File: config.mk
export PLATFORM = sky130hd
export DESIGN_NAME = exu_top
export DESIGN_NICKNAME = d
export VERILOG_FILES = /design/src/common/exu_pkg.sv /design/src/execute/exu_alu.sv /design/src/execute/exu_muldiv.sv /design/src/execute/exu_execute.sv /design/src/source/pipe_register.sv /design/src/source/exu_writeback.sv /design/src/source/exu_top.sv
export SDC_FILE = /design/constraint.sdc
export NUM_CORES = 1
export LEC_CHECK = 0
export BUFFER_PORTS_ARGS = -buffer_cell sky130_fd_sc_hd__buf_2
export CAP_MARGIN = 10
export CORE_ASPECT_RATIO = 1.25
export CORE_MARGIN = 2
export CORE_UTILIZATION = 50
export CTS_CLUSTER_SIZE = 16
export DETAILED_ROUTE_END_ITERATION = 8
export PLACE_DENSITY = 0.78
export SLEW_MARGIN = 5
export SYNTH_ARGS = -nofsm -noshare
export SYNTH_HDL_FRONTEND = slang
export SYNTH_SLANG_ARGS = --single-unit
File: constraint.sdc
create_clock -name g_clk -period 10.5 [get_ports g_clk]
set_input_delay 0.525 -clock g_clk [delete_from_list [all_inputs] [get_ports g_clk]]
set_output_delay 0.525 -clock g_clk [all_outputs]
set_load 0.1 [all_outputs]
File: src/common/exu_pkg.sv
// ----------------------------------------
// Execute subsystem package
// Unit indices, micro-op encodings, result
// kinds and width constants
// ----------------------------------------
package exu_pkg;

    parameter int XLEN_DEF = 32;            // Default data width
    parameter int RD_W     = 5;             // Register address width
    parameter int UOP_W    = 5;             // Micro-op width
    parameter int KIND_W   = 2;             // Result kind width

    // One-hot functional unit select
    parameter int FU_W   = 3;
    parameter int FU_ALU = 0;
    parameter int FU_MUL = 1;
    parameter int FU_CFU = 2;

    typedef enum logic [UOP_W-1:0] {
        ALU_ADD  = 5'd0,
        ALU_SUB  = 5'd1,
        ALU_XOR  = 5'd2,
        ALU_OR   = 5'd3,
        ALU_AND  = 5'd4,
        ALU_SLL  = 5'd5,
        ALU_SRL  = 5'd6,
        ALU_SRA  = 5'd7,
        ALU_SLT  = 5'd8,
        ALU_SLTU = 5'd9
    } alu_op_e;

    typedef enum logic [UOP_W-1:0] {
        MUL_MUL   = 5'd0,                   // Low half of product
        MUL_MULHU = 5'd1                    // High half, unsigned
    } mul_op_e;

    typedef enum logic [1:0] {CFU_COND = 2'd0, CFU_JAL = 2'd1, CFU_JALR = 2'd2} cfu_kind_e;

    // Condition codes follow the branch funct3 field
    typedef enum logic [2:0] {
        CND_BEQ  = 3'd0,
        CND_BNE  = 3'd1,
        CND_BLT  = 3'd4,
        CND_BGE  = 3'd5,
        CND_BLTU = 3'd6,
        CND_BGEU = 3'd7
    } cfu_cond_e;

    typedef struct packed {
        cfu_kind_e kind;                    // Branch, jal or jalr
        cfu_cond_e cond;                    // Only for conditional
    } cfu_fields_t;

    // Same micro-op word, ALU view or control-flow view
    typedef union packed {
        alu_op_e     alu;
        cfu_fields_t cfu;
    } uop_u;

    typedef enum logic [KIND_W-1:0] {
        RES_NONE     = 2'd0,                // Nothing to retire
        RES_WRITE    = 2'd1,                // Register file write
        RES_REDIRECT = 2'd2                 // Fetch redirect
    } res_kind_e;

endpackage

File: src/execute/exu_alu.sv
// ----------------------------------------
// ALU
// Adder, logic ops, barrel shifter and
// signed/unsigned comparator
// ----------------------------------------
module exu_alu #(
    parameter int XLEN = exu_pkg::XLEN_DEF
) (
    input  logic            i_op_add,
    input  logic            i_op_sub,
    input  logic            i_op_xor,
    input  logic            i_op_or,
    input  logic            i_op_and,
    input  logic            i_op_shf,           // Any shift
    input  logic            i_op_shf_left,
    input  logic            i_op_shf_arith,
    input  logic            i_op_cmp,           // slt or sltu
    input  logic            i_op_unsigned,      // Unsigned compare
    input  logic [XLEN-1:0] i_lhs,
    input  logic [XLEN-1:0] i_rhs,
    output logic [XLEN-1:0] o_result,
    output logic [XLEN-1:0] o_add_result,
    output logic            o_lt,
    output logic            o_eq
);

    localparam int SH_W = $clog2(XLEN);

    logic [XLEN:0]          diff;               // Extra bit is the borrow
    logic [XLEN-1:0]        shf_in, shf_raw, shf_out;
    logic signed [XLEN:0]   shf_ext;

    assign o_add_result = i_lhs + i_rhs;
    assign diff         = {1'b0, i_lhs} - {1'b0, i_rhs};     // Shared by sub and compare
    assign o_eq         = diff[XLEN-1:0] == '0;

    // Signs differ means lhs sign decides
    assign o_lt = i_op_unsigned ? diff[XLEN] :
                  (i_lhs[XLEN-1] ^ i_rhs[XLEN-1]) ? i_lhs[XLEN-1] : diff[XLEN-1];

    // Left shift is a right shift of the reversed word
    always_comb begin
        for (int i = 0; i < XLEN; i++) begin
            shf_in[i] = i_op_shf_left ? i_lhs[XLEN-1-i] : i_lhs[i];
        end
    end

    assign shf_ext = $signed({i_op_shf_arith & i_lhs[XLEN-1], shf_in}) >>> i_rhs[SH_W-1:0];
    assign shf_raw = shf_ext[XLEN-1:0];

    always_comb begin
        for (int i = 0; i < XLEN; i++) begin
            shf_out[i] = i_op_shf_left ? shf_raw[XLEN-1-i] : shf_raw[i];
        end
    end

    assign o_result = {XLEN{i_op_add}} & o_add_result     |
                      {XLEN{i_op_sub}} & diff[XLEN-1:0]   |
                      {XLEN{i_op_xor}} & (i_lhs ^ i_rhs)  |
                      {XLEN{i_op_or }} & (i_lhs | i_rhs)  |
                      {XLEN{i_op_and}} & (i_lhs & i_rhs)  |
                      {XLEN{i_op_shf}} & shf_out          |
                      {{(XLEN-1){1'b0}}, i_op_cmp & o_lt};

endmodule

File: src/execute/exu_muldiv.sv
// ----------------------------------------
// Iterative multiplier
// Radix-2 shift-add, one bit per cycle,
// low or high half of unsigned product
// ----------------------------------------
module exu_muldiv #(
    parameter int XLEN = exu_pkg::XLEN_DEF
) (
    input  logic            g_clk,
    input  logic            i_rst_n,
    input  logic            i_flush,            // Abort current product
    input  logic            i_valid,            // Multiply op presented
    input  logic            i_high,             // Return upper half
    input  logic            i_progress,         // Result consumed
    input  logic [XLEN-1:0] i_lhs,
    input  logic [XLEN-1:0] i_rhs,
    output logic            o_ready,
    output logic [XLEN-1:0] o_result
);

    localparam int CNT_W = $clog2(XLEN);

    logic [2*XLEN-1:0] acc, acc_cur;            // {partial sum, multiplier}
    logic [XLEN-1:0]   mcand, mcand_cur;
    logic [XLEN:0]     sum;                     // Upper half plus carry
    logic [CNT_W-1:0]  count;                   // Bits done, wraps at end
    logic              done;

    wire started = count != '0;
    wire step    = i_valid && !done;

    // First step works straight from the operands
    assign acc_cur   = started ? acc : {{XLEN{1'b0}}, i_rhs};
    assign mcand_cur = started ? mcand : i_lhs;
    assign sum       = {1'b0, acc_cur[2*XLEN-1:XLEN]} + (acc_cur[0] ? {1'b0, mcand_cur} : '0);

    always_ff @(posedge g_clk) begin
        if (!i_rst_n || i_flush || i_progress) begin
            count <= '0;
            done  <= 1'b0;
        end else if (step) begin
            count <= count + 1'b1;
            if (count == CNT_W'(XLEN - 1)) begin
                done <= 1'b1;                   // Last bit this edge
            end
        end
    end

    always_ff @(posedge g_clk) begin
        if (step) begin
            acc   <= {sum, acc_cur[XLEN-1:1]};  // Add then shift right
            mcand <= mcand_cur;
        end
    end

    assign o_ready  = done;
    assign o_result = i_high ? acc[2*XLEN-1:XLEN] : acc[XLEN-1:0];

endmodule

File: src/execute/exu_execute.sv
// ----------------------------------------
// Execute stage
// Decodes unit and micro-op, runs ALU and
// multiplier, resolves branches
// ----------------------------------------
module exu_execute #(
    parameter int XLEN = exu_pkg::XLEN_DEF
) (
    input  logic                         g_clk,
    input  logic                         i_rst_n,
    input  logic                         i_flush,        // Abort multiplier
    input  logic                         i_s2_valid,     // Dispatch has an op
    output logic                         o_s2_busy,      // Stall dispatch
    input  logic [exu_pkg::RD_W-1:0]     i_s2_rd,
    input  logic [exu_pkg::FU_W-1:0]     i_s2_fu,        // One-hot unit
    input  exu_pkg::uop_u                i_s2_uop,
    input  logic [XLEN-1:0]              i_s2_opr_a,
    input  logic [XLEN-1:0]              i_s2_opr_b,
    input  logic [XLEN-1:0]              i_s2_opr_c,     // Branch target
    output logic                         o_p_valid,      // To pipeline register
    input  logic                         i_p_busy,
    output logic [exu_pkg::RD_W-1:0]     o_p_rd,
    output exu_pkg::res_kind_e           o_p_kind,
    output logic [XLEN-1:0]              o_p_value       // Write data or target
);

    // ----------------------------------------
    // Decode
    // ----------------------------------------
    wire fu_alu = i_s2_fu[exu_pkg::FU_ALU];
    wire fu_mul = i_s2_fu[exu_pkg::FU_MUL];
    wire fu_cfu = i_s2_fu[exu_pkg::FU_CFU];

    exu_pkg::alu_op_e     alu_op;
    exu_pkg::cfu_fields_t cfu;
    assign alu_op = i_s2_uop.alu;
    assign cfu    = i_s2_uop.cfu;

    wire cfu_cond = fu_cfu && cfu.kind == exu_pkg::CFU_COND;
    wire cfu_jalr = fu_cfu && cfu.kind == exu_pkg::CFU_JALR;
    wire cnd_uns  = cfu.cond == exu_pkg::CND_BLTU || cfu.cond == exu_pkg::CND_BGEU;

    logic            alu_lt, alu_eq;
    logic [XLEN-1:0] alu_result, alu_add_result;
    logic            mul_ready;
    logic [XLEN-1:0] mul_result;
    logic            taken;

    exu_alu #(.XLEN(XLEN)) alu_i (
        .i_op_add       (fu_alu && alu_op == exu_pkg::ALU_ADD),
        .i_op_sub       (fu_alu && alu_op == exu_pkg::ALU_SUB),
        .i_op_xor       (fu_alu && alu_op == exu_pkg::ALU_XOR),
        .i_op_or        (fu_alu && alu_op == exu_pkg::ALU_OR),
        .i_op_and       (fu_alu && alu_op == exu_pkg::ALU_AND),
        .i_op_shf       (fu_alu && alu_op inside {exu_pkg::ALU_SLL, exu_pkg::ALU_SRL,
                                                  exu_pkg::ALU_SRA}),
        .i_op_shf_left  (fu_alu && alu_op == exu_pkg::ALU_SLL),
        .i_op_shf_arith (fu_alu && alu_op == exu_pkg::ALU_SRA),
        .i_op_cmp       (fu_alu && alu_op inside {exu_pkg::ALU_SLT, exu_pkg::ALU_SLTU}),
        .i_op_unsigned  (fu_alu && alu_op == exu_pkg::ALU_SLTU || cfu_cond && cnd_uns),
        .i_lhs          (i_s2_opr_a),
        .i_rhs          (i_s2_opr_b),
        .o_result       (alu_result),
        .o_add_result   (alu_add_result),       // Also the jalr target
        .o_lt           (alu_lt),
        .o_eq           (alu_eq)
    );

    exu_muldiv #(.XLEN(XLEN)) muldiv_i (
        .g_clk      (g_clk),
        .i_rst_n    (i_rst_n),
        .i_flush    (i_flush),
        .i_valid    (i_s2_valid && fu_mul),
        .i_high     (i_s2_uop == exu_pkg::MUL_MULHU),
        .i_progress (o_p_valid),                // Op leaves execute
        .i_lhs      (i_s2_opr_a),
        .i_rhs      (i_s2_opr_b),
        .o_ready    (mul_ready),
        .o_result   (mul_result)
    );

    // ----------------------------------------
    // Branch resolve and result
    // ----------------------------------------
    always_comb begin
        case (cfu.cond)
            exu_pkg::CND_BEQ:                   taken = alu_eq;
            exu_pkg::CND_BNE:                   taken = !alu_eq;
            exu_pkg::CND_BLT, exu_pkg::CND_BLTU: taken = alu_lt;
            default:                            taken = !alu_lt;    // BGE, BGEU
        endcase
    end

    always_comb begin
        if (fu_cfu) begin
            o_p_kind = (cfu_cond && !taken) ? exu_pkg::RES_NONE : exu_pkg::RES_REDIRECT;
        end else if (i_s2_rd == '0) begin
            o_p_kind = exu_pkg::RES_NONE;       // x0 is never written
        end else begin
            o_p_kind = exu_pkg::RES_WRITE;
        end
    end

    assign o_p_value = fu_mul   ? mul_result :
                       cfu_jalr ? {alu_add_result[XLEN-1:1], 1'b0} :
                       fu_cfu   ? i_s2_opr_c : alu_result;
    assign o_p_rd    = i_s2_rd;

    // Multiply holds dispatch until its product is ready
    assign o_s2_busy = i_p_busy || i_s2_valid && fu_mul && !mul_ready;
    assign o_p_valid = i_s2_valid && !o_s2_busy;

endmodule

File: src/source/pipe_register.sv
// ----------------------------------------
// Pipeline register
// One entry, valid/busy handshake, flush
// ----------------------------------------
module pipe_register #(
    parameter int WIDTH = 39
) (
    input  logic             g_clk,
    input  logic             i_rst_n,
    input  logic             i_flush,           // Drop held entry
    input  logic             i_valid,
    output logic             o_busy,
    input  logic [WIDTH-1:0] i_data,
    output logic             o_valid,
    input  logic             i_busy,            // Downstream stall
    output logic [WIDTH-1:0] o_data
);

    logic full;

    // Empty or draining this edge means free
    assign o_busy  = full && i_busy;
    assign o_valid = full;

    always_ff @(posedge g_clk) begin
        if (!i_rst_n || i_flush) begin
            full <= 1'b0;
        end else if (!o_busy) begin
            full <= i_valid;                    // Refill on same edge
        end
    end

    always_ff @(posedge g_clk) begin
        if (i_valid && !o_busy) begin
            o_data <= i_data;
        end
    end

endmodule

File: src/source/exu_writeback.sv
// ----------------------------------------
// Writeback stage
// Turns results into register writes or
// fetch redirects, one cycle pulses
// ----------------------------------------
module exu_writeback #(
    parameter int XLEN = exu_pkg::XLEN_DEF
) (
    input  logic                                         g_clk,
    input  logic                                         i_rst_n,
    input  logic                                         i_valid,
    output logic                                         o_busy,
    input  logic [exu_pkg::RD_W+exu_pkg::KIND_W+XLEN-1:0] i_data,
    input  logic                                         i_hold,    // External stall
    output logic                                         o_rf_we,
    output logic [exu_pkg::RD_W-1:0]                     o_rf_rd,
    output logic [XLEN-1:0]                              o_rf_wdata,
    output logic                                         o_redirect_valid,
    output logic [XLEN-1:0]                              o_redirect_pc
);

    exu_pkg::res_kind_e kind;
    logic [XLEN-1:0]    value;                  // Write data or target

    assign kind   = exu_pkg::res_kind_e'(i_data[XLEN +: exu_pkg::KIND_W]);
    assign o_busy = i_hold;

    wire accept = i_valid && !i_hold;

    always_ff @(posedge g_clk) begin
        if (!i_rst_n) begin
            o_rf_we          <= 1'b0;
            o_redirect_valid <= 1'b0;
        end else begin
            o_rf_we          <= accept && kind == exu_pkg::RES_WRITE;
            o_redirect_valid <= accept && kind == exu_pkg::RES_REDIRECT;
        end
    end

    always_ff @(posedge g_clk) begin
        if (accept) begin
            o_rf_rd <= i_data[XLEN+exu_pkg::KIND_W +: exu_pkg::RD_W];
            value   <= i_data[XLEN-1:0];
        end
    end

    assign o_rf_wdata    = value;
    assign o_redirect_pc = value;

endmodule

File: src/source/exu_top.sv
// ----------------------------------------
// Execute subsystem top
// Execute, pipeline register, writeback
// ----------------------------------------
module exu_top #(
    parameter int XLEN = exu_pkg::XLEN_DEF
) (
    input  logic                     g_clk,
    input  logic                     i_rst_n,
    input  logic                     i_flush,
    input  logic                     i_s2_valid,
    output logic                     o_s2_busy,
    input  logic [exu_pkg::RD_W-1:0] i_s2_rd,
    input  logic [exu_pkg::FU_W-1:0] i_s2_fu,
    input  exu_pkg::uop_u            i_s2_uop,
    input  logic [XLEN-1:0]          i_s2_opr_a,
    input  logic [XLEN-1:0]          i_s2_opr_b,
    input  logic [XLEN-1:0]          i_s2_opr_c,
    input  logic                     i_wb_hold,         // Writeback stall
    output logic                     o_rf_we,
    output logic [exu_pkg::RD_W-1:0] o_rf_rd,
    output logic [XLEN-1:0]          o_rf_wdata,
    output logic                     o_redirect_valid,
    output logic [XLEN-1:0]          o_redirect_pc
);

    localparam int P_W = exu_pkg::RD_W + exu_pkg::KIND_W + XLEN;  // {rd, kind, value}

    logic                     p_valid, p_busy;
    logic [exu_pkg::RD_W-1:0] p_rd;
    exu_pkg::res_kind_e       p_kind;
    logic [XLEN-1:0]          p_value;
    logic [P_W-1:0]           s3_data;
    logic                     s3_valid, s3_busy;

    exu_execute #(.XLEN(XLEN)) execute_i (
        .g_clk      (g_clk),
        .i_rst_n    (i_rst_n),
        .i_flush    (i_flush),
        .i_s2_valid (i_s2_valid),
        .o_s2_busy  (o_s2_busy),
        .i_s2_rd    (i_s2_rd),
        .i_s2_fu    (i_s2_fu),
        .i_s2_uop   (i_s2_uop),
        .i_s2_opr_a (i_s2_opr_a),
        .i_s2_opr_b (i_s2_opr_b),
        .i_s2_opr_c (i_s2_opr_c),
        .o_p_valid  (p_valid),
        .i_p_busy   (p_busy),
        .o_p_rd     (p_rd),
        .o_p_kind   (p_kind),
        .o_p_value  (p_value)
    );

    pipe_register #(.WIDTH(P_W)) pipe_i (
        .g_clk   (g_clk),
        .i_rst_n (i_rst_n),
        .i_flush (i_flush),
        .i_valid (p_valid),
        .o_busy  (p_busy),
        .i_data  ({p_rd, p_kind, p_value}),
        .o_valid (s3_valid),
        .i_busy  (s3_busy),
        .o_data  (s3_data)
    );

    exu_writeback #(.XLEN(XLEN)) writeback_i (
        .g_clk            (g_clk),
        .i_rst_n          (i_rst_n),
        .i_valid          (s3_valid),
        .o_busy           (s3_busy),
        .i_data           (s3_data),
        .i_hold           (i_wb_hold),
        .o_rf_we          (o_rf_we),
        .o_rf_rd          (o_rf_rd),
        .o_rf_wdata       (o_rf_wdata),
        .o_redirect_valid (o_redirect_valid),
        .o_redirect_pc    (o_redirect_pc)
    );

endmodule

== Yosys cells after proc, flatten, opt, wreduce, memory -nomap -nowiden ==
Index checks and enable logic that the tools add are counted.
Storage, ports and cells
  register bits after elaboration: 181
Cells by class
  shift-type cells: 1
  $add $sub $neg: 4
  reductions and logical operators: 45
  multiplexer cells: 77
  bitwise logic cells: 18
  eq/ne operators: 17
Operators by type and width (count)
  $and 32x32->32: 7
  $mux 32: 6
  $or 32x32->32: 6
  $mux 1: 67
  $mux 64: 1
  $add 32x32->33: 1
  $sshr 33x5->32: 1
  $sub 32x32->33: 1
  $add 32x32->32: 1
  $logic_not 32->1: 1
  $or 32x1->32: 1
  $xor 32x32->32: 1
  $logic_and 1x1->1: 22
  $eq 5x3->1 const B: 4
  $eq 5x2->1 const B: 2
  $eq 5x4->1 const B: 2
  $logic_not 5->1: 2
  $eq 3x3->1 const B: 3
  $logic_not 1->1: 8
  $add 5x1->5 const B: 1
  $eq 5x1->1 const B: 1
  $eq 5x5->1 const B: 1
  $logic_or 1x1->1: 5
  $reduce_bool 5->1: 1
  13 further kinds: 16

== Logic depth before layout (Yosys ltp) ==
  depth in word-level cells: 12
  gate-level depth with buffers: 26
  gate-level depth less buffers: 23

== Cells and area by module ==
A second synthesis with hierarchy kept.
Second synthesis, totals
  cells, all modules: 2057
  area total of the unflattened synthesis: 18465.2 µm²
Modules (own cells, without submodules)
  exu_alu: times used 1, sequential area each 0.0 µm², cells each 1150, area an instance 7880.1 µm²
  exu_muldiv: times used 1, sequential area each 3002.9 µm², cells each 564, area an instance 6562.5 µm²
  exu_writeback: times used 1, sequential area each 1151.1 µm², cells each 76, area an instance 1450.1 µm²
  exu_execute: times used 1, sequential area each 0.0 µm², cells each 223, area an instance 1346.3 µm²
  pipe_register: times used 1, sequential area each 1191.1 µm², cells each 44, area an instance 1226.2 µm²

== Least setup slack after synthesis ==
OpenSTA, ideal clock, no wires.
  path kind: input -> register
  start: in i_s2_opr_b[1]
  end: reg pipe_i.o_data[33] (data pin)
  required time: 10.230 ns
  stages: 25
  slack: 4.710 ns
  buffers on the path: 2
  data arrival time: 5.520 ns
  path through: clkinv_1 buf_1 clkbuf_1 ha_1 o21bai_1 nand2_1 nand4b_1 a211oi_2 or3b_2 a21oi_1 o41ai_1 o21bai_1 a21oi_1 fa_1 nand2_1 nor2_1 o211ai_1 a2111oi_0 nand4_1 nor4_1 nand4_1 nor4_1 nor4b_2 mux2i_1 a31oi_1
Between the ends
  word-level cells in the longest chain between the ends: 9
Ends and longest elaborated chain
  start: declaration: RTL line exu_top.sv:17  | input logic [XLEN-1:0] i_s2_opr_b,
  $sub 32x32->33 (*): RTL line exu_alu.sv:34  | assign diff = {1'b0, i_lhs} - {1'b0, i_rhs};
  branches (longest 3 deep; another with $logic_not 32->1)
  $pmux 1 s3 (*): RTL line exu_execute.sv:86  | case (cfu.cond)
  $logic_not 1->1 (*): RTL line exu_execute.sv:96  | o_p_kind = (cfu_cond && !taken) ? exu_pkg::RES_NONE : exu_pkg::RES_REDIRECT;
  $logic_and 1x1->1 (*): RTL line exu_execute.sv:96
  $mux 2 (*): RTL line exu_execute.sv:96
  $mux 2 (*): RTL line exu_execute.sv:95  | if (fu_cfu) begin
  end signal: assignment: RTL line pipe_register.sv:35  | o_data <= i_data;
  end: declaration: RTL line pipe_register.sv:16  | output logic [WIDTH-1:0] o_data
Every way passes the cells marked *.
A chain may end at the register's enable or synchronous reset.

== Worst setup path in the final report ==
  start: in i_s2_opr_b[3]
  end: reg pipe_i.o_data[33] (data pin)
Same word-level chain as after synthesis.

==> impl_metrics.tcl <==
set metrics [dict create \
    io_buffers 185 \
    crit_type "input port to flop" \
    endpoint_kind "flop" \
    dieArea_um2 37500 \
    cts.htree.levels 4 \
    initial_utilization_pct 50.7 \
    ys_async_sr_fraction_pct 0 \
    critPathTopFamily "simple AND/OR/NAND/NOR gates" \
    required_ps 10730 \
    drv_cap 0 \
    cp.arrival_ps 6800 \
    clkLatencyLatePin_ps 480 \
    dieHeight_um 216 \
    ys_dominant_reg_cell "edfxtp_1" \
    antenna_left 0 \
    drtIter0Drc 2153 \
    power.internal_uw 1410 \
    multi_input_area_um2 11500 \
    rows 77 \
    fin_util_pct 55.6 \
    p_leak_uw 0.00789 \
    postCtsHoldBufs 0 \
    crit_slowest_cell "or3b_2" \
    regArea_um2 5350 \
    firstDrtPassIters 6 \
    period_share_pct 62.6 \
    yosys_warnings 0 \
    dp_hpwl_mm 59.4 \
    via_count 17500 \
    path_depth 24 \
    fin_skew_ps 26.9 \
    syn2layout_area_growth_pct 9.50 \
    pwr-share-comb_pct 32.7 \
    synth_seq_cells 181 \
    min_path_type "input port to flop" \
    setup_tns_ps 0 \
    cts_tree "built" \
    cts_setup_buffers 0 \
    fillCellCount 3278 \
    clk_pin_slew_ps 110 \
    die-width_um 174 \
    grt_overflow 0 \
    drt-total-wl_mm 76.0 \
    drc 0 \
    synthCells 2020 \
    wire_per_inst_um 29.3 \
    synth.distinct_cells 92 \
    max-vdd-ir-drop_uv 82.9 \
    drive_gt1_share_pct 18.9 \
    clkSinkCount 181 \
    cts_buffer_depth 2 \
    synth_edf_count 172 \
    nets 2356 \
    critPathBufInv 2 \
    place.gp.congestion 1.05 \
    slew_viol_final 0 \
    grt_max_degree 97 \
    hold_path_depth 1 \
    critPathMaxFanout 27 \
    power_switching_uw 904 \
    startpoint_type "input port" \
    pwr_density_cell_nw_per_um2 118 \
    cts-root-buf "clkbuf_16" \
    synth.yosys.seq_area_share_pct 29.7 \
    coreArea_um2 35500 \
    grt_pass1_vias 16500 \
    cp_cell_sequence "buf_2 -> inv_2 -> ha_1 -> nor3_1 -> nand2_1 -> nand4b_1 -> a211oi_2 -> or3b_2 -> a21oi_1 -> o41ai_1 -> o21bai_1 -> a21oi_1 -> fa_1 -> nand2_1 -> nor2_1 -> o211ai_1 -> a2111oi_0 -> nand4_1 -> nor4_1 -> nand4_1 -> nor4_1 -> nor4b_2 -> mux2i_1 -> a31oi_1" \
    cts_made_buffers 17 \
    worst_pin_slew_ps 1200 \
    syn_area_per_cell_um2 8.90 \
    syn_nets 2269 \
    reg2reg_depth 21 \
    maxSlewHeadroom_pct 19.4 \
    critical-path-max-stage-delay_ps 540 \
    min_period_ps 6580 \
    grt_first_pass_wirelength_mm 110 \
    grt_setup_unrepaired "no" \
    post_cts_resized 0 \
    p_clk_share_pct 30.7 \
    track_usage_pct 39.8 \
    synth_area_um2 18000 \
    antenna_found_initial 0 \
    via_per_inst 6.73 \
    status "finished clean" \
    ioPinCount 186 \
    finalHoldViolations 0 \
    r2r_slack_ps 4440 \
    seqPwrFrac_pct 36.6 \
    finalSetupViolCount 0 \
    switching_share_pct 39.0 \
    fmax_mhz 152 \
]
[stage by stage]
stage	power [µW]	hold WS, ps	setup slack, ps	cells	cell area (µm²)
global route	2390	232	3640	2594	19700
finish	2320	244	3920	2596	19700
floorplan	1340	400	4710	2020	18000
CTS	2300	229	4150	2594	19700
detailed placement	1590	405	3650	2562	19100
global placement	1590	401	3940	2562	19100
[per-layer routing]
metal,GRT usage [%],vias up,wire length [µm]
li1,-,7626,-
met4,22.0,0,4950
met5,0,-,0
met2,63.3,1124,34200
met1,51.0,8476,29500
met3,8.07,244,7350
[final cells by class]
cell class,count,share of cell area [%]
repair buffers,214,5.87
diodes,2,0.0254
well taps,474,3.01
multi-input cells,1583,58.6
clock inverters,15,1.05
flip-flops and latches,181,27.1
inverters,110,2.11
clock buffers,17,2.16
[worst paths after layout]
kind                          startpoint                       endpoint
max reg2reg  execute_i.muldiv_i.count[0]     execute_i.muldiv_i.acc[63]
max                        i_s2_opr_b[3]              pipe_i.o_data[33]
min                           i_s2_rd[0]              pipe_i.o_data[34]
min reg2reg            pipe_i.o_data[24]  writeback_i.o_redirect_pc[24]
[registers in the layout (all words and copies together) (netlist names)]
| signal | cells |
|---|---|
| pipe_i.o_data | 39 |
| pipe_i.o_valid | 1 |
| execute_i.muldiv_i.acc | 64 |
| execute_i.muldiv_i.mcand | 32 |
| writeback_i.o_redirect_pc | 32 |
| execute_i.muldiv_i.count | 5 |
| writeback_i.o_rf_rd | 5 |
| execute_i.muldiv_i.o_ready | 1 |
| writeback_i.o_rf_we | 1 |
| writeback_i.o_redirect_valid | 1 |
[cells by family after synthesis]
family / count (synthesis) / share of synthesized area (%)
mux: 162 / 12.6
compound gates: 597 / 21.7
fa+ha+maj: 135 / 9.56
simple gates: 621 / 16.8
flops: 181 / 29.7
buf+inv: 256 / 6.29
xor+xnor: 68 / 3.31
[layout by cell type, fill, tap and decap left out, types with 16 or more instances in the layout]
cell type and count:
clkbuf_16 17, o221ai_1 16, nand2b_1 20, a21oi_1 182, xnor2_1 53, nor3_1 42, o21a_1 18, buf_4 28
a21o_1 23, o21ai_0 120, nand2_1 216, a211oi_1 31, a31oi_1 30, mux4_2 45, ha_1 131, nand3_1 30
mux2_2 64, mux2i_1 52, o21bai_1 23, inv_1 101, edfxtp_1 172, buf_2 185, nor2b_1 87, o211ai_1 19
nor2_1 124, a221oi_1 19
[power groups by stage]
stage | logic, µW | registers [µW] | clock network [µW]
floorplan | 465 | 876 | 0
global placement | 729 | 863 | 0
detailed placement | 730 | 864 | 0
CTS | 734 | 848 | 717
global route | 792 | 852 | 748
finish | 757 | 848 | 713
[cell usage after synthesis (10+ instances only)]
library cell,count,area (µm²)
nand2_1,217,815
a21oi_1,182,911
edfxtp_1,172,5160
ha_1,131,1640
nor2_1,125,469
o21ai_0,120,601
inv_1,102,383
clkbuf_1,89,334
nor2b_1,88,551
mux2_2,64,721
mux2i_1,53,531
xnor2_1,53,464
mux4_2,45,1010
nor3_1,43,215
buf_4,36,270
a211oi_1,31,233
a31oi_1,30,188
nand3_1,30,150
a21o_1,23,173
o21bai_1,23,173
nand2b_1,20,125
a221oi_1,19,166
o211ai_1,19,143
o21a_1,18,135
o221ai_1,16,140
xor2_1,15,131
a22oi_1,14,105
and3_1,13,81.3
nand4_1,13,81.3
or2_2,12,75.1
and2_1,11,68.8
a2111oi_0,10,87.6
buf_2,10,50.1
(Power assumes the default switching activity.)
